$ cat config.mk
export PLATFORM = sky130hd
export DESIGN_NAME = cpu_wr_req
export DESIGN_NICKNAME = d
export VERILOG_FILES = /design/src/logic/axi_wr_pkg.sv /design/src/logic/cpu_wr_req.sv
export VERILOG_INCLUDE_DIRS = /design/src /design/src/logic
export SDC_FILE = /design/constraint.sdc
export NUM_CORES = 1
export LEC_CHECK = 0
export BUFFER_PORTS_ARGS = -buffer_cell sky130_fd_sc_hd__buf_2
export CAP_MARGIN = 30
export CORE_AREA = 10 10 311 313
export CTS_BUF_LIST = sky130_fd_sc_hd__clkbuf_8 sky130_fd_sc_hd__clkbuf_16
export CTS_CLUSTER_SIZE = 30
export DETAILED_ROUTE_END_ITERATION = 10
export DIE_AREA = 0 0 321 323
export HOLD_SLACK_MARGIN = 0.03
export SETUP_SLACK_MARGIN = 0.05
export SLEW_MARGIN = 30
export SYNTH_ARGS = -nofsm -noshare
export SYNTH_HDL_FRONTEND = slang
export SYNTH_SLANG_ARGS = --single-unit
$ cat constraint.sdc
create_clock -name clk -period 3.5 [get_ports clk]
set_input_delay 0.35 -clock clk [delete_from_list [all_inputs] [get_ports clk]]
set_output_delay 0.35 -clock clk [all_outputs]
set_load 0.01 [all_outputs]
$ cat src/logic/axi_wr_macros.svh
`ifndef AXI_WR_MACROS_SVH
`define AXI_WR_MACROS_SVH

// AXI4 channel widths
`define AXI_ADDR_W 32
`define AXI_DATA_W 64
`define AXI_STRB_W 8
`define AXI_ID_W 4
`define AXI_LEN_W 8

// Beats buffered ahead of a command, also the longest burst
`define WFIFO_DEPTH 16

// 64-bit words, byte range 0 to 2047
`define MEM_WORDS 256

`endif

$ cat src/logic/axi_wr_pkg.sv
package axi_wr_pkg;

	typedef enum logic [1:0] {
		W_IDLE,
		W_ADDR,
		W_DATA,
		W_RESP
	} w_state_e;

	typedef enum logic [1:0] {
		RESP_OKAY   = 2'd0,
		RESP_EXOKAY = 2'd1,
		RESP_SLVERR = 2'd2,
		RESP_DECERR = 2'd3
	} axi_resp_e;

	// Encoded as AxSIZE
	typedef enum logic [2:0] {
		SIZE_1B = 3'd0,
		SIZE_2B = 3'd1,
		SIZE_4B = 3'd2,
		SIZE_8B = 3'd3
	} axi_size_e;

	typedef enum logic [1:0] {
		S_IDLE,
		S_DATA,
		S_RESP
	} slv_state_e;

endpackage

$ cat src/logic/cpu_wr_req.sv
`timescale 1ns/100ps
`include "axi_wr_macros.svh"

module cpu_wr_req import axi_wr_pkg::*; (
	input  logic                   clk,
	input  logic                   reset_n,
	input  logic                   wdata_push_i,
	input  logic [`AXI_DATA_W-1:0] wdata_i,
	input  logic                   cmd_valid_i,
	input  logic [`AXI_ADDR_W-1:0] cmd_addr_i,
	input  logic [`AXI_LEN_W-1:0]  cmd_len_i,
	input  axi_size_e              cmd_size_i,
	input  logic [`AXI_ID_W-1:0]   cmd_id_i,
	input  logic                   beat_pop_i,
	input  logic                   wr_done_i,
	input  axi_resp_e              wr_resp_i,
	output logic                   busy_o,
	output logic                   done_o,
	output axi_resp_e              resp_o,
	output logic                   req_valid_o,
	output logic [`AXI_ADDR_W-1:0] req_addr_o,
	output logic [`AXI_LEN_W-1:0]  req_len_o,
	output axi_size_e              req_size_o,
	output logic [`AXI_ID_W-1:0]   req_id_o,
	output logic [`AXI_DATA_W-1:0] beat_data_o
);
	localparam int PTR_W = $clog2(`WFIFO_DEPTH);
	localparam int CNT_W = $clog2(`WFIFO_DEPTH + 1);

	logic [`AXI_DATA_W-1:0] fifo_mem [`WFIFO_DEPTH];
	logic [PTR_W-1:0]       wr_ptr;
	logic [PTR_W-1:0]       rd_ptr;
	logic [CNT_W-1:0]       fifo_cnt;

	assign beat_data_o = fifo_mem[rd_ptr]; // Head of queue

	always_ff @(posedge clk) begin
		if (wdata_push_i)
			fifo_mem[wr_ptr] <= wdata_i;
	end

	// Depth is a power of two, pointers wrap on their own
	always_ff @(posedge clk) begin
		if (!reset_n) begin
			wr_ptr   <= '0;
			rd_ptr   <= '0;
			fifo_cnt <= '0;
		end else begin
			if (wdata_push_i)
				wr_ptr <= wr_ptr + 1'b1;
			if (beat_pop_i)
				rd_ptr <= rd_ptr + 1'b1;
			case ({wdata_push_i, beat_pop_i})
				2'b10:   fifo_cnt <= fifo_cnt + 1'b1;
				2'b01:   fifo_cnt <= fifo_cnt - 1'b1;
				default: fifo_cnt <= fifo_cnt;
			endcase
		end
	end

	// Command fields held for the whole transaction
	always_ff @(posedge clk) begin
		if (cmd_valid_i) begin
			req_addr_o <= cmd_addr_i;
			req_len_o  <= cmd_len_i;
			req_size_o <= cmd_size_i;
			req_id_o   <= cmd_id_i;
		end
	end

	always_ff @(posedge clk) begin
		if (!reset_n) begin
			busy_o      <= 1'b0;
			done_o      <= 1'b0;
			req_valid_o <= 1'b0;
			resp_o      <= RESP_OKAY;
		end else begin
			req_valid_o <= cmd_valid_i;
			done_o      <= wr_done_i;
			if (cmd_valid_i)
				busy_o <= 1'b1;
			else if (wr_done_i)
				busy_o <= 1'b0; // Falls as done_o rises
			if (wr_done_i)
				resp_o <= wr_resp_i;
		end
	end

	a_no_overflow: assert property (@(posedge clk) disable iff (!reset_n)
		wdata_push_i |-> fifo_cnt < CNT_W'(`WFIFO_DEPTH));

	a_no_underflow: assert property (@(posedge clk) disable iff (!reset_n)
		beat_pop_i |-> fifo_cnt != '0);

	// Command must find exactly its beats waiting
	a_beats_match: assert property (@(posedge clk) disable iff (!reset_n)
		cmd_valid_i |-> (`AXI_LEN_W+1)'(fifo_cnt) == {1'b0, cmd_len_i} + 1'b1);

	a_idle_when_busy: assert property (@(posedge clk) disable iff (!reset_n)
		busy_o |-> !cmd_valid_i && !wdata_push_i);

endmodule

# Yosys cells after proc, flatten, opt, wreduce, memory -nomap -nowiden
# Memory sizes are Yosys's and may differ from the RTL's. A register that Yosys moved wholly into a read port is not among the register bits.
# Cells that the tools add are included.
# op_classes
n_shift	0
n_eq_ne	0
mul	0
n_lt_le_gt_ge	0
n_mux	6
bitwise	0
n_div	0
addsub	2
reduce_logical	1
# op_table
operator	n
4-bit by 1-bit adder with 4-bit output (second input constant)	2
4-bit 2-to-1 mux	2
1-bit 2-to-1 mux	4
2-bit nonzero test	1
# totals
ramBits	1024
mem_bits_ro	0
in_bits	119
memories	1
elab_cells	20
out_inout_bits	116
regBits	60
latchBits	0
# mem_list
memory	depth	word_bits	read_ports	rd_ports_with_merged_regs	write_ports	line	source
fifo_mem	16	64	1	1	1	cpu_wr_req.sv:30	logic [`AXI_DATA_W-1:0] fifo_mem [`WFIFO_DEPTH];

# Longest topological paths before layout
# logic_depth
depth_word	3
depth_mapped	6
ltp_nobuf	4

# Worst setup path before layout
# Ideal clock, no wire load.
# synth_path
path_type	input to register
start	input port wdata_push_i
end	memory fifo_mem[0][0] (netlist bit) (enable)
required_time_ps	3071
setup_time_ps	429
n_path_buf	1
path_slack_ps	639
path_stages	3
t_arrival_ps	2433
cell_sequence	clkbuf_1 > nor3b_1 > and2_1
# synth_between
elab_chain_cells	2
# synth_rtl
item	line	source
from (decl)	cpu_wr_req.sv:7	input logic wdata_push_i,
1-bit 2-to-1 mux	cpu_wr_req.sv:38	if (wdata_push_i)
1-bit 2-to-1 mux (not written as such)	cpu_wr_req.sv:39	fifo_mem[wr_ptr] <= wdata_i;
to (decl)	cpu_wr_req.sv:30	
# Every way passes these cells.

==> summary.txt <==
Outcome
  • Status: finished, final reports clean

Cells and area
  • Most common library cell in the layout ignoring fill and taps: edfxtp_1
  • Layout net count: 2231
  • Fraction of layout instances using a drive strength above 1: 0.3258
  • Layout fillers: 7018
  • Cell area after layout: 47830 sq um
  • Cell Count, Final, Fillers Out: 3390
  • Most used cells in the layout excluding fill and tap cells: 1071 x edfxtp_1, 256 x mux4_2, 233 x buf_2
  • Relative area change from synthesis to final layout: 18.51%

Worst setup path
  • List of cells traversed by the critical path: buf_12 > mux4_2 > a22oi_1 > nand2_1 > buf_2
  • Worst reg2reg path startpoint: wr_ptr[2]
  • Crit path buf inv count: 2
  • Gate family responsible for the most delay along the worst path: buffers and inverters
  • Startpoint-to-endpoint class of the critical path: reg2out
  • Data arrival time of the critical path: 2.91 ns
  • Delay of the slowest critical-path stage: 0.56 ns
  • Setup crit end kind: output pin
  • Slowest cell on crit path: mux4_2
  • Worst path required time: 3.15 ns
  • Largest fanout on the critical path: 61
  • Critical path launch point type: flop
  • Flop2flop setup slack: 1.22 ns

STA
  • Maximum clock frequency: 306.6 MHz
  • Final max-slew violation count: 0
  • Final-report hold violation count: 0
  • Clock skew: 0.01641 ns
  • Total negative slack for setup checks: 0 ns
  • Worst max-slew margin expressed relative to the limit: 0.4336
  • Setup repair after global routing missed its margin: no
  • Tmin final: 3.262 ns
  • Final Setup Violations: 0
  • Transition time at the pin with the least slew margin: 0.8496 ns
  • Final worst-path cycle share: 0.9319

Power
  • Peak ir drop on the vdd network: 405.5 uV
  • Tot Pwr: 27580 uW
  • Static leakage: 0.01545 uW
  • Power per Cell Area: 576.6 nW/um^2

Die
  • Effective utilization at floorplan: 0.4443
  • Overall die area: 103700 sq um
  • Die X-Extent: 321 um
  • Row cnt: 111
  • Die span in y: 323 um
  • Num ports: 235
  • Area of the placeable core: 90830 sq um

Clock tree
  • CTS clk-pin slew, worst paths: 0.06 ns
  • Max clock buf depth: 3
  • Clock tree from TritonCTS: done
  • Count of clock tree sinks: 1088
  • Worst-skew pair later-pin latency: 0.68 ns
  • Clock Tree Root: clkbuf_16
  • # H-tree levels: 3
  • Inserted Clock Buffers: 109
  • Number of gates resized after CTS: 0

Yosys
  • Count of different cell masters after synthesis: 23
  • Count of state elements after synthesis: 1088
  • Netlist area before placement: 40360 sq um
  • Number of standard cells after synthesis: 1683
  • Largest cells by area after synthesis: edfxtp_1 80%, mux4_2 14%, a22oi_1 2.4%
  • Area leader, netlist: edfxtp_1
  • Share of Yosys cell area claimed by the top area cell type: 0.7969
  • Yosys Warn Count: 0
  • Net count after synthesis: 1807
  • Post-synthesis sequential area ratio: 0.8053
  • Syn_area_per_cell: 23.98 sq um

Placement
  • HPWL reported at the end of detailed placement: 49.24 mm
  • Port buffer count: 234
  • Placed insts: 3074
  • Post-detailed-placement cell area: 43330 sq um
  • Global placement routability congestion: 0.7224

Global route
  • Largest net degree at the start of global routing: 65
  • GRT Total Usage: 0.1819
  • Number of global-route vias before repair: 20370
  • Global-route wire length before repair: 138.9 mm
  • Aggregate global routing overflow: 0
  • Antenna violations before repair: 8

Routing
  • Wire per inst: 27.76 um
  • Total routed wirelength: 94.10 mm
  • Detailed-route DRC error count: 0
  • Number of detailed-route iterations in the first pass: 5
  • Vias per cell: 5.627
  • Final ANT Viol Nets: 0
  • Number of design-rule violations left by the first detailed-router iteration: 1709
  • Total via count in the routed design: 19070

Worst hold path
  • Hold Crit Class: in2reg
  • Startpoint of the most critical hold path: wdata_i[17]

Job
  • Max cap viols: 0
## synth_stat cells
cell and instances:
mux4_2 256, nand4_1 2, buf_2 13, nand2_1 67, dfxtp_1 17, inv_1 2
and2_1 26, nor3b_1 1, ha_1 5, a22oi_1 128, o21a_1 1, and3_1 1
xnor2_1 4, mux2i_1 4, buf_4 6, nor2_1 2, buf_6 13, nor2b_1 7
buf_1 16, and3b_1 1, xor2_1 2, clkbuf_1 38, edfxtp_1 1071
## flip-flops by register name, indices dropped and copies added (netlist names), named ones only
register	flops
busy_o	1
req_valid_o	1
req_len_o	8
req_size_o	3
req_addr_o	32
req_id_o	4
fifo_mem	1024
done_o	1
wr_ptr	4
resp_o	2
rd_ptr	4
## worst paths after layout
check,to,cells after the start
max,beat_data_o[31],5
min,fifo_mem[7][17],1
max reg2reg,fifo_mem[2][28],3
min reg2reg,resp_o[1],2
## timing repair
action	in CTS	in global routing
endpoints found under the hold margin	865	0
hold buffers	108	0
buffers inserted	0	0
## kinds of logic (layout without fill, tap and decap cells)
kind of cell	after synthesis	in the layout	share of synthesized area
buffers and inverters	88	603	0.01156
and+or+nand+nor	107	107	0.01240
adders and majority gates	5	5	0.001550
DFF	1088	1088	0.8053
AOI/OAI and AO/OA	129	129	0.02400
muxes	260	260	0.1439
other	0	6	0
xor gates and xnor gates	6	6	0.001302
## area by class of cell
type / count / area (sq um) / share of cell area
clock inverter: 89 / 574.3 / 0.01201
inverter: 2 / 7.507 / 0.0001570
timing repair buffer: 399 / 2958 / 0.06184
clock buffer: 113 / 2828 / 0.05912
antenna: 6 / 15.01 / 0.0003139
tap: 1186 / 1484 / 0.03103
multi-input combinational: 507 / 7455 / 0.1559
sequential: 1088 / 32510 / 0.6797
## where the power goes
group	switching, uW	internal (uW)	leakage, uW
clock	4760	6250	0.00178
combinational	1050	926	0.00382
sequential	70.5	14500	0.00985
## worst reg2reg max path, stage by stage (launching register included)
cell and delay [ns]:
dfxtp_1 0.37, nor3b_1 0.46, and2_4 0.71, buf_4 0.40
## layer usage
metal / global-route usage / up-vias / wire length [um]
met1: 0.2524 / 10250 / 40380
met5: 0 / - / 35
li1: - / 8086 / -
met4: 0.04973 / 6 / 1831
met2: 0.2930 / 617 / 46130
met3: 0.03630 / 115 / 5730
## per-stage QoR
step           worst slack [ns]  hold slack (ns)    util
4_1_cts                  0.1401          0.03005  0.5264
3_3_place_gp             0.8873           0.4924  0.4770
3_5_place_dp             0.8736           0.5281  0.4770
6_report                 0.2383          0.06011  0.5266
2_1_floorplan            0.6387           0.4489       -
5_1_grt                 0.05809          0.05256  0.5265
No activity file was read; power rests on OpenSTA's default activity.
