## src/logic/axi_wr_macros.svh

```systemverilog
`ifndef AXI_WR_MACROS_SVH
`define AXI_WR_MACROS_SVH

// AXI4 channel widths
`define AXI_ADDR_W 32
`define AXI_DATA_W 64
`define AXI_STRB_W 8
`define AXI_ID_W 4
`define AXI_LEN_W 8

// Beats buffered ahead of a command, also the longest burst
`define WFIFO_DEPTH 16

// 64-bit words, byte range 0 to 2047
`define MEM_WORDS 256

`endif

```

## src/logic/axi_wr_pkg.sv

```systemverilog
package axi_wr_pkg;

	typedef enum logic [1:0] {
		W_IDLE,
		W_ADDR,
		W_DATA,
		W_RESP
	} w_state_e;

	typedef enum logic [1:0] {
		RESP_OKAY   = 2'd0,
		RESP_EXOKAY = 2'd1,
		RESP_SLVERR = 2'd2,
		RESP_DECERR = 2'd3
	} axi_resp_e;

	// Encoded as AxSIZE
	typedef enum logic [2:0] {
		SIZE_1B = 3'd0,
		SIZE_2B = 3'd1,
		SIZE_4B = 3'd2,
		SIZE_8B = 3'd3
	} axi_size_e;

	typedef enum logic [1:0] {
		S_IDLE,
		S_DATA,
		S_RESP
	} slv_state_e;

endpackage

```

## src/logic/axi_wr_master.sv

```systemverilog
`timescale 1ns/100ps
`include "axi_wr_macros.svh"

module axi_wr_master import axi_wr_pkg::*; (
	input  logic                   clk,
	input  logic                   reset_n,
	input  logic                   req_valid_i,
	input  logic [`AXI_ADDR_W-1:0] req_addr_i,
	input  logic [`AXI_LEN_W-1:0]  req_len_i,
	input  axi_size_e              req_size_i,
	input  logic [`AXI_ID_W-1:0]   req_id_i,
	input  logic [`AXI_DATA_W-1:0] beat_data_i,
	input  logic                   awready_i,
	input  logic                   wready_i,
	input  logic                   bvalid_i,
	input  axi_resp_e              bresp_i,
	output logic                   beat_pop_o,
	output logic                   wr_done_o,
	output axi_resp_e              wr_resp_o,
	output logic                   awvalid_o,
	output logic [`AXI_ADDR_W-1:0] awaddr_o,
	output logic [`AXI_LEN_W-1:0]  awlen_o,
	output axi_size_e              awsize_o,
	output logic [`AXI_ID_W-1:0]   awid_o,
	output logic                   wvalid_o,
	output logic [`AXI_DATA_W-1:0] wdata_o,
	output logic [`AXI_STRB_W-1:0] wstrb_o,
	output logic                   wlast_o,
	output logic                   bready_o
);
	w_state_e               state;
	w_state_e               state_nxt;
	logic [`AXI_LEN_W-1:0]  beat_q;
	logic [`AXI_ADDR_W-1:0] beat_off;
	logic [`AXI_ADDR_W-1:0] beat_addr;
	logic [`AXI_STRB_W-1:0] size_mask;
	logic                   aw_hs;
	logic                   w_hs;
	logic                   b_hs;

	assign aw_hs = awvalid_o && awready_i;
	assign w_hs  = wvalid_o && wready_i;
	assign b_hs  = bready_o && bvalid_i;

	always_comb begin
		state_nxt = state;
		case (state)
			W_IDLE:
				if (req_valid_i)
					state_nxt = W_ADDR;
			W_ADDR:
				if (aw_hs)
					state_nxt = W_DATA;
			W_DATA:
				if (w_hs && wlast_o)
					state_nxt = W_RESP;
			W_RESP:
				if (b_hs)
					state_nxt = W_IDLE;
			default:
				state_nxt = W_IDLE;
		endcase
	end

	always_ff @(posedge clk) begin
		if (!reset_n) begin
			state     <= W_IDLE;
			beat_q    <= '0;
			wr_done_o <= 1'b0;
			wr_resp_o <= RESP_OKAY;
		end else begin
			state     <= state_nxt;
			wr_done_o <= b_hs;
			if (state == W_IDLE)
				beat_q <= '0;
			else if (w_hs)
				beat_q <= beat_q + 1'b1;
			if (b_hs)
				wr_resp_o <= bresp_i;
		end
	end

	// Byte address of the current beat
	assign beat_off  = {{(`AXI_ADDR_W-`AXI_LEN_W){1'b0}}, beat_q} << req_size_i;
	assign beat_addr = req_addr_i + beat_off;

	always_comb begin
		case (req_size_i)
			SIZE_1B: size_mask = `AXI_STRB_W'(8'h01);
			SIZE_2B: size_mask = `AXI_STRB_W'(8'h03);
			SIZE_4B: size_mask = `AXI_STRB_W'(8'h0f);
			default: size_mask = {`AXI_STRB_W{1'b1}};
		endcase
	end

	// INCR burst from the aligned word address
	assign awvalid_o = (state == W_ADDR);
	assign awaddr_o  = {req_addr_i[`AXI_ADDR_W-1:3], 3'b000};
	assign awlen_o   = req_len_i;
	assign awsize_o  = req_size_i;
	assign awid_o    = req_id_i;

	assign wvalid_o   = (state == W_DATA);
	assign wdata_o    = beat_data_i;
	assign wstrb_o    = size_mask << beat_addr[2:0];
	assign wlast_o    = wvalid_o && (beat_q == req_len_i);
	assign beat_pop_o = w_hs;

	assign bready_o = (state == W_RESP);

	a_aw_hold: assert property (@(posedge clk) disable iff (!reset_n)
		awvalid_o && !awready_i |=> awvalid_o && $stable(awaddr_o) && $stable(awlen_o)
			&& $stable(awsize_o) && $stable(awid_o));

	// Data comes straight from the FIFO head
	a_w_hold: assert property (@(posedge clk) disable iff (!reset_n)
		wvalid_o && !wready_i |=> wvalid_o && $stable(wdata_o) && $stable(wstrb_o)
			&& $stable(wlast_o));

	// No beat goes out past the one with wlast
	a_beat_in_range: assert property (@(posedge clk) disable iff (!reset_n)
		wvalid_o |-> beat_q <= req_len_i);

endmodule

```

## config.mk

```make
export PLATFORM = sky130hd
export DESIGN_NAME = axi_wr_master
export DESIGN_NICKNAME = d
export VERILOG_FILES = /design/src/logic/axi_wr_pkg.sv /design/src/logic/axi_wr_master.sv
export VERILOG_INCLUDE_DIRS = /design/src /design/src/logic
export SDC_FILE = /design/constraint.sdc
export NUM_CORES = 1
export LEC_CHECK = 0
export BUFFER_PORTS_ARGS = -buffer_cell sky130_fd_sc_hd__buf_4
export CORE_AREA = 2 2 95 97
export DETAILED_ROUTE_END_ITERATION = 12
export DIE_AREA = 0 0 97 99
export PLACE_DENSITY = 0.61
export SYNTH_ARGS = -nofsm -noshare
export SYNTH_HDL_FRONTEND = slang
export SYNTH_SLANG_ARGS = --single-unit
```

## constraint.sdc

```tcl
create_clock -name clk -period 8.3 [get_ports clk]
set_input_delay 2.49 -clock clk [delete_from_list [all_inputs] [get_ports clk]]
set_output_delay 2.49 -clock clk [all_outputs]
set_load 0.05 [all_outputs]
```

After elaboration in Yosys (flattened, before gate mapping)
Cells that the tools add are included.

operators by class
  add/subtract/negate cells = 2
  eq/ne operators = 10
  shift operators = 2
  multiplexer cells = 6
  bitwise logic cells = 1
  reductions and logical operators = 9

operators by type and width
  operator             number
  $pmux 8 s3           1
  $add 8x1->8 const B  1
  $eq 8x8->1           1
  $mux 2               4
  $pmux 2 s4           1
  $shl 8x3->3          1
  $shl 8x3->8          1
  $ne 2x1->1 const B   3
  $logic_and 1x1->1    5
  $eq 2x2->1 const B   2
  $reduce_and 4->1     1
  $add 3x3->3          1
  $eq 3x1->1 const B   1
  $eq 3x2->1 const B   1
  $logic_not 3->1      1
  $eq 2x1->1 const B   1
  $logic_not 2->1      1
  $ne 2x2->1 const B   1
  $reduce_or 2->1      1
  $not 1->1            1

storage, ports and cells
  register bits = 13
  input port bits = 119
  output and inout bits = 127
  logic and storage cells = 34

Longest topological paths before layout
Gate-level depths: netlist of the first run.

  depth in word-level cells = 5
  mapped depth = 10

Least setup slack after synthesis of the first run
No wires, ideal clock.

  kind = input -> output
  start = in req_size_i[1]
  end = out wstrb_o[4]
  data arrival time = 5.478 ns
  data required time = 5.810 ns
  setup slack = 0.332 ns
  stages = 9
  path buffers = 1
  cell sequence = clkbuf_1 -> nor2_1 -> and3_2 -> ha_1 -> fa_1 -> xor2_4 -> xnor2_2 -> a21oi_1 -> o32ai_1

on the way
  cells in the longest elaborated chain, start to end = 3

ends and longest elaborated chain
  item                                       line                                      source
  from (decl)                                axi_wr_master.sv:10                       input axi_size_e req_size_i,
  $shl 8x3->3, or another cell as far along  axi_wr_master.sv:84                       assign beat_off = {{(`AXI_ADDR_W-`AXI_LEN_W){1'b0}}, beat_q} << req_size_i;
  $add 3x3->3 or $pmux 8 s3 (tied branches)  axi_wr_master.sv:85, axi_wr_master.sv:88
  $shl 8x3->8 *                              axi_wr_master.sv:105                      assign wstrb_o = size_mask << beat_addr[2:0];
  to (decl)                                  axi_wr_master.sv:27                       output logic [`AXI_STRB_W-1:0] wstrb_o,

Mark *: on every way between the ends. The rest lies on a longest branch, timed or not.

Final worst setup path of the first run
  start = in req_size_i[1]
  end = out wstrb_o[7]

The elaborated chain is that of the path after synthesis.

==> flow_summary.json, run 1 <==
{
  "status": "completed",
  "num_antenna_cells": 0,
  "grt_overflow": 0,
  "grt_antenna_before_repair": 0,
  "worstPathArrival_ns": 4.94,
  "tns_ns": 0,
  "p_int_uw": 153,
  "power.density_mw_per_mm2": 176,
  "route.detailed.drc": 0,
  "end_kind": "output port",
  "hpwl_um": 3410,
  "crit_path_max_fanout": 16,
  "nets": 305,
  "clkLatencyLatePin_ns": 0.24,
  "wl_per_cell_um": 14.1,
  "ys_ff_latch": 13,
  "fmaxAchievable_mhz": 135,
  "rr_worst_depth": 5,
  "io_pins": 246,
  "rows": 34,
  "min_path_type": "reg -> reg",
  "maxSlewHeadroom_pct": 66.2,
  "synth_cell_types": 46,
  "drt_iter0_drc": 40,
  "comb_power_share_pct": 53.5,
  "setup_viol": 0,
  "synth_area_sq_mm": 0.00193,
  "cts.sinks": 13,
  "crit_path_start_kind": "input port",
  "cts_setup_buffers": 0,
  "synth_seq_area_share_pct": 13.5,
  "clock_path_buffers": 2,
  "use_met3_pct": 4.11,
  "ys_warn_count": 0,
  "htree_levels": 1,
  "via_per_inst": 4.33,
  "grt_pass1_wl_um": 5800,
  "max_slew.worst_pin.slew_ns": 0.503,
  "die_x_um": 97,
  "cts_hold_buffers": 0,
  "grt_max_degree": 17,
  "gp_congestion": 0.863,
  "root_buffer": "clkbuf_8",
  "leakage_nw": 0.640,
  "finalWirelength_um": 4040,
  "core_sq_mm": 0.00855,
  "fin_crit_sh_pct": 89.5,
  "grt.total_usage_pct": 7.53,
  "vias": 1238,
  "top_usage_layer": "met2",
  "syn_to_final_growth_pct": -17.1,
  "period_needed_ns": 7.43,
  "synth-main-ff-cell": "dfxtp_1",
  "final_common_cell": "buf_4",
  "required_ns": 5.81,
  "die-area_sq_mm": 0.00960,
  "p_sw_share_pct": 45.8,
  "die_y_um": 99,
  "postRouteAntennaNets": 0,
  "worstReg2RegEnd": "state[0]$_SDFFE_PN0P_",
  "syn_area_per_cell_sq_um": 7.93,
  "rsz0062_at_grt": "false",
  "fin_skew_ns": 0.00649,
  "pwr-share-seq_pct": 26.4,
  "grt_pass1_vias": 1101,
  "final_cell_mix": "48 x buf_4, 14 x nor2_1, 13 x dfxtp_1",
  "io_buffers": 48,
  "report.final.slew_viol_count": 0,
  "grtUsageMet1_pct": 7.63,
  "total_power_uw": 283,
  "p_sw_uw": 130,
  "maxCapViolCount": 0,
  "cts_tree": "done",
  "worstReg2RegStart": "beat_q[0]$_SDFFE_PP0N_",
  "cts_buffers": 3,
  "postSynth.asyncResetShare_pct": 0,
  "drt_first_pass_iters": 6,
  "postSynthCellCount": 244,
  "synth_edf_count": 0,
  "cts_resized": 0,
  "clk_pin_slew_ns": 0.06,
  "met2_usage_pct": 12.7,
  "vdd_drop_max_mv": 0.146,
  "p_clk_share_pct": 20.0,
  "drive_above_1_share_pct": 32.6,
  "critical_path_class": "in -> out",
  "crit_path_start": "req_size_i[1]",
  "initial_core_util_pct": 22.6,
  "hold_viol_final": 0,
  "r2r_setup_slack_ns": 6.59,
  "critPathCapture": "wstrb_o[7]"
}
[routing by layer]
layer,vias up,part of all wire (%)
met5,-,0
met4,0,3.8
met3,28,14
met2,102,48
met1,557,34
li1,551,-
[power by group through the flow]
stage	Sequential (mW)	Combinational, mW	Clock [mW]
6_report	0.0748	0.151	0.0567
5_1_grt	0.0754	0.163	0.0622
4_1_cts	0.0745	0.153	0.0587
3_5_place_dp	0.0756	0.152	0
3_3_place_gp	0.0758	0.150	0
2_1_floorplan	0.0763	0.241	0
[Yosys cell counts, drive strengths merged (2+ instances only)]
master	count	area share, %
a21boi	3	1.2
a21o	2	0.78
a21oi	5	1.5
and2	2	0.65
and3	3	1.0
buf	114	44
clkbuf	6	1.2
dfxtp	13	13
ha	6	3.9
inv	5	0.97
mux2i	2	1.0
nand2	9	1.7
nand2b	4	1.3
nand3	4	1.0
nand4	5	1.6
nor2	14	2.7
nor3	4	1.0
nor4	2	0.65
o21ai	3	0.78
or3	2	0.65
xnor2	12	5.8
xor2	6	3.7
[final cells by class]
type	count	area, sq um
inverters	5	18.8
flip-flops and latches	13	260
clock buffers	4	45.0
well taps	108	135
repair buffers	48	360
fillers	962	6950
multi-input cells	108	785
[sequential cells by signal, indices dropped and copies added (netlist names)]
name,cells
wr_done_o,1
state,2
wr_resp_o,2
beat_q,8
[worst max-delay path, cell delays in order]
cell and delay [ns]:
buf_4 0.17, nor2_1 0.10, and3_2 0.22, ha_1 0.19
fa_1 0.45, xor2_4 0.21, xnor2_2 0.40, o21ai_0 0.18
a22oi_1 0.28, buf_4 0.25
[worst min-delay path by stage]
stage	from	end	slack [ns]	cells past startpoint
2_1_floorplan	state[1]$_SDFFE_PN0P_	state[1]$_SDFFE_PN0P_	0.47	2
3_3_place_gp	wr_resp_o[0]$_SDFFE_PN0P_	wr_resp_o[0]$_SDFFE_PN0P_	0.46	2
3_5_place_dp	wr_resp_o[1]$_SDFFE_PN0P_	wr_resp_o[1]$_SDFFE_PN0P_	0.46	2
4_1_cts	wr_resp_o[1]$_SDFFE_PN0P_	wr_resp_o[1]$_SDFFE_PN0P_	0.48	2
5_1_grt	wr_resp_o[1]$_SDFFE_PN0P_	wr_resp_o[1]$_SDFFE_PN0P_	0.49	2
6_report	wr_resp_o[0]$_SDFFE_PN0P_	wr_resp_o[0]$_SDFFE_PN0P_	0.47	2
[cells by family (layout without fill, tap and decap cells)]
group	Yosys count	after routing	synth area share [%]
DFF	13	13	13.5
adders and majority gates	7	7	4.92
muxes	3	3	1.81
xor gates and xnor gates	18	18	9.51
and+or+nand+nor	51	51	13.1
buffers and inverters	125	57	46.4
other	1	3	0.194
AOI/OAI and AO/OA	26	26	10.6
[through the flow]
step	std cells	area, sq um	utilization [%]	hold slack, ns	setup WS (ns)
floorplan	246	1940	-	0.468	0.332
global placement	282	1560	18.2	0.456	0.881
CTS	286	1600	18.8	0.475	0.812
global route	286	1600	18.8	0.490	0.726
finish	286	1600	18.8	0.472	0.869
detailed placement	282	1560	18.2	0.465	0.815
Power figures use the tool's default switching activity.
==> run 2, diff against run 1 <==
==> constraint.sdc (replaced) <==
create_clock -name clk -period 8.3 [get_ports clk]
set_input_delay 1.66 -clock clk [delete_from_list [all_inputs] [get_ports clk]]
set_output_delay 1.66 -clock clk [all_outputs]
set_load 0.05 [all_outputs]
==> run 2 against run 1 <==
- non-clock buffer count unchanged
- die area unchanged
- register-to-register slack about the same
- sequential power about the same
- first-iteration DRC count down 5.0%
- final cell count unchanged
- hold slack worse by 0.0047 ns
- sequential cell count unchanged
==> flow_summary.json, run 2 (same netlist as run 1, synthesis figures left out) <==
{
  "finalInstanceArea_sq_mm": 0.00160,
  "crit_path_max_fanout": 16,
  "critical-path-max-stage-delay_ns": 0.45,
  "hpwl_um": 3390,
  "grt_overflow": 0,
  "clk_pin_slew_ns": 0.06,
  "grt_antenna_before_repair": 0,
  "grt_pass1_wl_um": 5920,
  "core_sq_mm": 0.00855,
  "io_buffers": 48,
  "fin_skew_ns": 0.00480,
  "end_kind": "output port",
  "hold_viol_final": 0,
  "fin_crit_sh_pct": 69.7,
  "clkLatencyLatePin_ns": 0.24,
  "htree_levels": 1,
  "rows": 34,
  "min_path_type": "reg -> reg",
  "wl_per_cell_um": 14.2,
  "vias": 1212,
  "fillCellCount": 965,
  "via_per_inst": 4.24,
  "largestRegisters": "beat_q (8), state (2), wr_resp_o (2)",
  "max_slew.worst_pin.slew_ns": 0.493,
  "status": "completed",
  "largest_reg_flops": 8,
  "power.density_mw_per_mm2": 177,
  "clock_path_buffers": 2,
  "initial_core_util_pct": 22.6,
  "gp_congestion": 0.864,
  "maxSlewHeadroom_pct": 66.9,
  "cts_resized": 0,
  "r2r_setup_slack_ns": 6.60,
  "syn_to_final_growth_pct": -17.1,
  "rsz0062_at_grt": "false",
  "final_common_cell": "buf_4",
  "leakage_nw": 0.640,
  "total_power_uw": 284,
  "finalWirelength_um": 4060,
  "maxCapViolCount": 0,
  "cts_hold_buffers": 0,
  "die_y_um": 99,
  "fin_util_pct": 18.8,
  "crit_top_cell": "buf_4",
  "cts.sinks": 13,
  "cts_tree": "done",
  "postRouteAntennaNets": 0,
  "vdd_drop_max_mv": 0.131,
  "max_flop_register": "beat_q",
  "critical_path_class": "in -> out",
  "cts_buffers": 3,
  "io_pins": 246,
  "crit_path_start_kind": "input port",
  "die-area_sq_mm": 0.00960,
  "grt.total_usage_pct": 7.72,
  "drt_iter0_drc": 38,
  "drt_first_pass_iters": 4,
  "root_buffer": "clkbuf_8",
  "route.detailed.drc": 0,
  "crit_path_cell_trace": "buf_4, nor2_1, and3_2, ha_1, fa_1, xor2_4, xnor2_2, o21ai_0, a22oi_1, buf_4",
  "final_cell_mix": "48 x buf_4, 14 x nor2_1, 13 x dfxtp_1",
  "required_ns": 6.64,
  "report.final.slew_viol_count": 0,
  "worstPathArrival_ns": 4.12,
  "num_antenna_cells": 0,
  "nets": 305,
  "period_needed_ns": 5.78,
  "crit_slowest_cell": "fa_1",
  "drive_above_1_share_pct": 32.6,
  "setup_viol": 0,
  "placed_area_sq_mm": 0.00156,
  "grt_pass1_vias": 1072,
  "fmaxAchievable_mhz": 173,
  "grt_max_degree": 17,
  "cts_setup_buffers": 0,
  "tns_ns": 0,
  "die_x_um": 97
}
## run 2: cell counts in the layout (fill, tap and decap cells not counted)
No cell type changed its count.
## run 2: metal layers
metal  routed length (um)  global-route usage (%)  share of wire, %  vias to the layer above
met5                    0                       0                 0                        -
met4                  168                    4.33               4.1                        0
met3                  553                    4.18                14                       30
met2                 1890                    12.4                47                       95
met1                 1440                    8.06                36                      532
li1                     -                       -                 -                      555
## run 2: final timing paths
kind              depth (start not counted)                      start                         to
setup / recovery                         10              req_size_i[1]                 wstrb_o[7]
hold / removal                            2  wr_resp_o[0]$_SDFFE_PN0P_  wr_resp_o[0]$_SDFFE_PN0P_
setup reg to reg                          5     beat_q[0]$_SDFFE_PP0N_      state[0]$_SDFFE_PN0P_
hold reg to reg                           2  wr_resp_o[0]$_SDFFE_PN0P_  wr_resp_o[0]$_SDFFE_PN0P_
## run 2: worst max-delay path: cells and delay by family
kind / cells / cell delay [ns]
adder cells (fa/ha/maj): 2 / 0.63
XOR/XNOR: 2 / 0.62
AO/OA/AOI/OAI: 2 / 0.47
buffers and inverters: 2 / 0.42
AND/OR/NAND/NOR: 2 / 0.30
## run 2: metrics by stage
stage / cells / setup slack (ns) / hold slack (ns)
finish: 286 / 2.52 / 0.467
detailed placement: 282 / 2.45 / 0.465
global route: 286 / 2.33 / 0.490
floorplan: 246 / 1.99 / 0.468
CTS: 286 / 2.46 / 0.473
global placement: 282 / 2.54 / 0.456
## run 2: area by class of cell
type                            count  area (sq um)  area share [%]
Clock buffer                        4          45.0            2.81
Inverter                            5          18.8            1.17
Multi-Input combinational cell    108           785            48.9
Sequential cell                    13           260            16.2
Tap cell                          108           135            8.42
Timing Repair Buffer               48           360            22.5
## run 2: power by group
group | total (mW) | switching (mW) | internal [mW]
Sequential | 0.0750 | 0.00664 | 0.0683
Clock | 0.0580 | 0.0241 | 0.0339
Combinational | 0.151 | 0.0999 | 0.0509
==> run 3, diff against run 2 <==
- clock period: 8.3 -> 5.4 ns (I/O delays scaled with it)
==> run 3 against run 2 <==
- total power up 54%
- sequential share of layout area unchanged
- sequential power up 53%
- final cell count unchanged
- routed wire length up 0.12%
- core utilization unchanged
- cell area unchanged
- clock power up 55%
- non-clock buffer count unchanged
- die area unchanged
- count of clock-buffer cells in the layout unchanged
- hold slack better by 0.0022 ns
- highest routed layer unchanged
==> flow_summary.json, run 3 (same netlist as run 1, synthesis figures left out) <==
{
  "holdWs_ns": 0.470,
  "period_needed_ns": 4.64,
  "final_common_cell": "buf_4",
  "io_buffers": 48,
  "hpwl_um": 3400,
  "min_from": "wr_resp_o[0]$_SDFFE_PN0P_",
  "min_to": "wr_resp_o[0]$_SDFFE_PN0P_",
  "maxCapViolCount": 0,
  "cts_resized": 0,
  "drt_iter0_drc": 36,
  "io_pins": 246,
  "clkLatencyLatePin_ns": 0.25,
  "top_usage_layer": "met2",
  "worst_slack_ns": 0.762,
  "grt.total_usage_pct": 7.71,
  "setup_viol": 0,
  "htree_levels": 1,
  "tns_ns": 0,
  "largest_reg_flops": 8,
  "grtUsageMet1_pct": 7.98,
  "stdcell_count": 286,
  "power.density_mw_per_mm2": 273,
  "fin_skew_ns": 0.00393,
  "root_buffer": "clkbuf_8",
  "grt_antenna_before_repair": 0,
  "finalInstanceArea_sq_mm": 0.00160,
  "cts_setup_buffers": 0,
  "max_flop_register": "beat_q",
  "worstPathArrival_ns": 3.56,
  "crit_slowest_cell": "fa_1",
  "gp_congestion": 0.864,
  "postRouteAntennaNets": 0,
  "grt_overflow": 0,
  "hold_viol_final": 0,
  "max_slew.worst_pin.slew_ns": 0.494,
  "crit_path_cell_trace": "buf_4, nor2_1, and3_2, ha_1, fa_1, xor2_4, xnor2_2, o21ai_0, a22oi_1, buf_4",
  "worstReg2RegEnd": "state[0]$_SDFFE_PN0P_",
  "end_kind": "output port",
  "leakage_nw": 0.640,
  "min_path_type": "reg -> reg",
  "crit_buf_inv": 2,
  "rsz0062_at_grt": "false",
  "status": "completed",
  "hold_depth": 2,
  "cts_tree": "done",
  "core_sq_mm": 0.00855,
  "clk_pin_slew_ns": 0.06,
  "crit_path_max_fanout": 16,
  "die-area_sq_mm": 0.00960,
  "met2_usage_pct": 12.3,
  "path_delay_family": "adder cells",
  "wl_per_cell_um": 14.2,
  "final_cell_mix": "48 x buf_4, 14 x nor2_1, 13 x dfxtp_1",
  "maxSlewHeadroom_pct": 66.8,
  "fmaxAchievable_mhz": 216,
  "cts.sinks": 13,
  "grt_max_degree": 17,
  "initial_core_util_pct": 22.6,
  "placed_area_sq_mm": 0.00156,
  "crit_path_start_kind": "input port",
  "rows": 34,
  "clock_path_buffers": 2,
  "grt_pass1_wl_um": 5980,
  "cts_buffers": 3,
  "die_x_um": 97,
  "via_per_inst": 4.26,
  "rr_worst_depth": 5,
  "syn_to_final_growth_pct": -17.1,
  "vias": 1219,
  "drive_above_1_share_pct": 32.6,
  "fin_crit_sh_pct": 85.9,
  "crit_top_cell": "buf_4",
  "worstReg2RegStart": "beat_q[0]$_SDFFE_PP0N_",
  "critical_path_class": "in -> out",
  "route.detailed.drc": 0,
  "required_ns": 4.32,
  "report.final.slew_viol_count": 0,
  "r2r_setup_slack_ns": 3.67,
  "drt_first_pass_iters": 5,
  "num_antenna_cells": 0,
  "dp_slack_ns": 0.750,
  "critical-path-max-stage-delay_ns": 0.45,
  "vdd_drop_max_mv": 0.200,
  "largestRegisters": "beat_q (8), state (2), wr_resp_o (2)",
  "placed_cells": 282,
  "nets": 305,
  "finalWirelength_um": 4060,
  "use_met3_pct": 4.18,
  "die_y_um": 99,
  "cts_hold_buffers": 0,
  "grt_pass1_vias": 1113
}
==> run 3: cell counts in the layout (fill, tap and decap cells not counted) <==
No cell type changed its count.
==> run 3: worst reg2reg max path: stages (launching register included) <==
cell     delay (ns)
dfxtp_1        0.53
xnor2_1        0.18
nand3_1        0.15
nor4_1         0.50
or3_1          0.18
o311a_1        0.15
==> run 3: per-layer routing <==
layer | up-vias | share of wire [%] | wire [um]
met5 | - | 0 | 0
met4 | 0 | 5.0 | 205
met3 | 33 | 13 | 539
met2 | 96 | 46 | 1850
met1 | 539 | 36 | 1460
li1 | 551 | - | -
==> run 3: cell type report <==
class	count	area, sq um
Fill cell	963	6950
Sequential cell	13	260
Timing Repair Buffer	48	360
Inverter	5	18.8
Multi-Input combinational cell	108	785
Tap cell	108	135
Clock buffer	4	45.0
==> run 3: how the worst max path moves through the flow <==
stage                        from  depth (start not counted)    endpoint  slack, ns
finish              req_size_i[1]                         10  wstrb_o[7]       0.76
global route        req_size_i[1]                         10  wstrb_o[7]       0.60
CTS                 req_size_i[1]                         10  wstrb_o[5]       0.75
detailed placement  req_size_i[1]                         10  wstrb_o[5]       0.75
global placement    req_size_i[1]                         10  wstrb_o[5]       0.80
floorplan           req_size_i[1]                          9  wstrb_o[4]       0.25
==> run 3: where the power goes <==
part           internal, mW  total (mW)  switching, mW  leakage, nW
sequential            0.105       0.115         0.0104        0.105
clock                0.0522      0.0900         0.0377       0.0228
combinational        0.0783       0.233          0.154        0.512
==> run 3: per-stage QoR <==
stage | util [%] | total power [mW]
2_1_floorplan | - | 0.487
3_3_place_gp | 18.2 | 0.346
3_5_place_dp | 18.2 | 0.350
4_1_cts | 18.8 | 0.442
5_1_grt | 18.8 | 0.463
6_report | 18.8 | 0.438
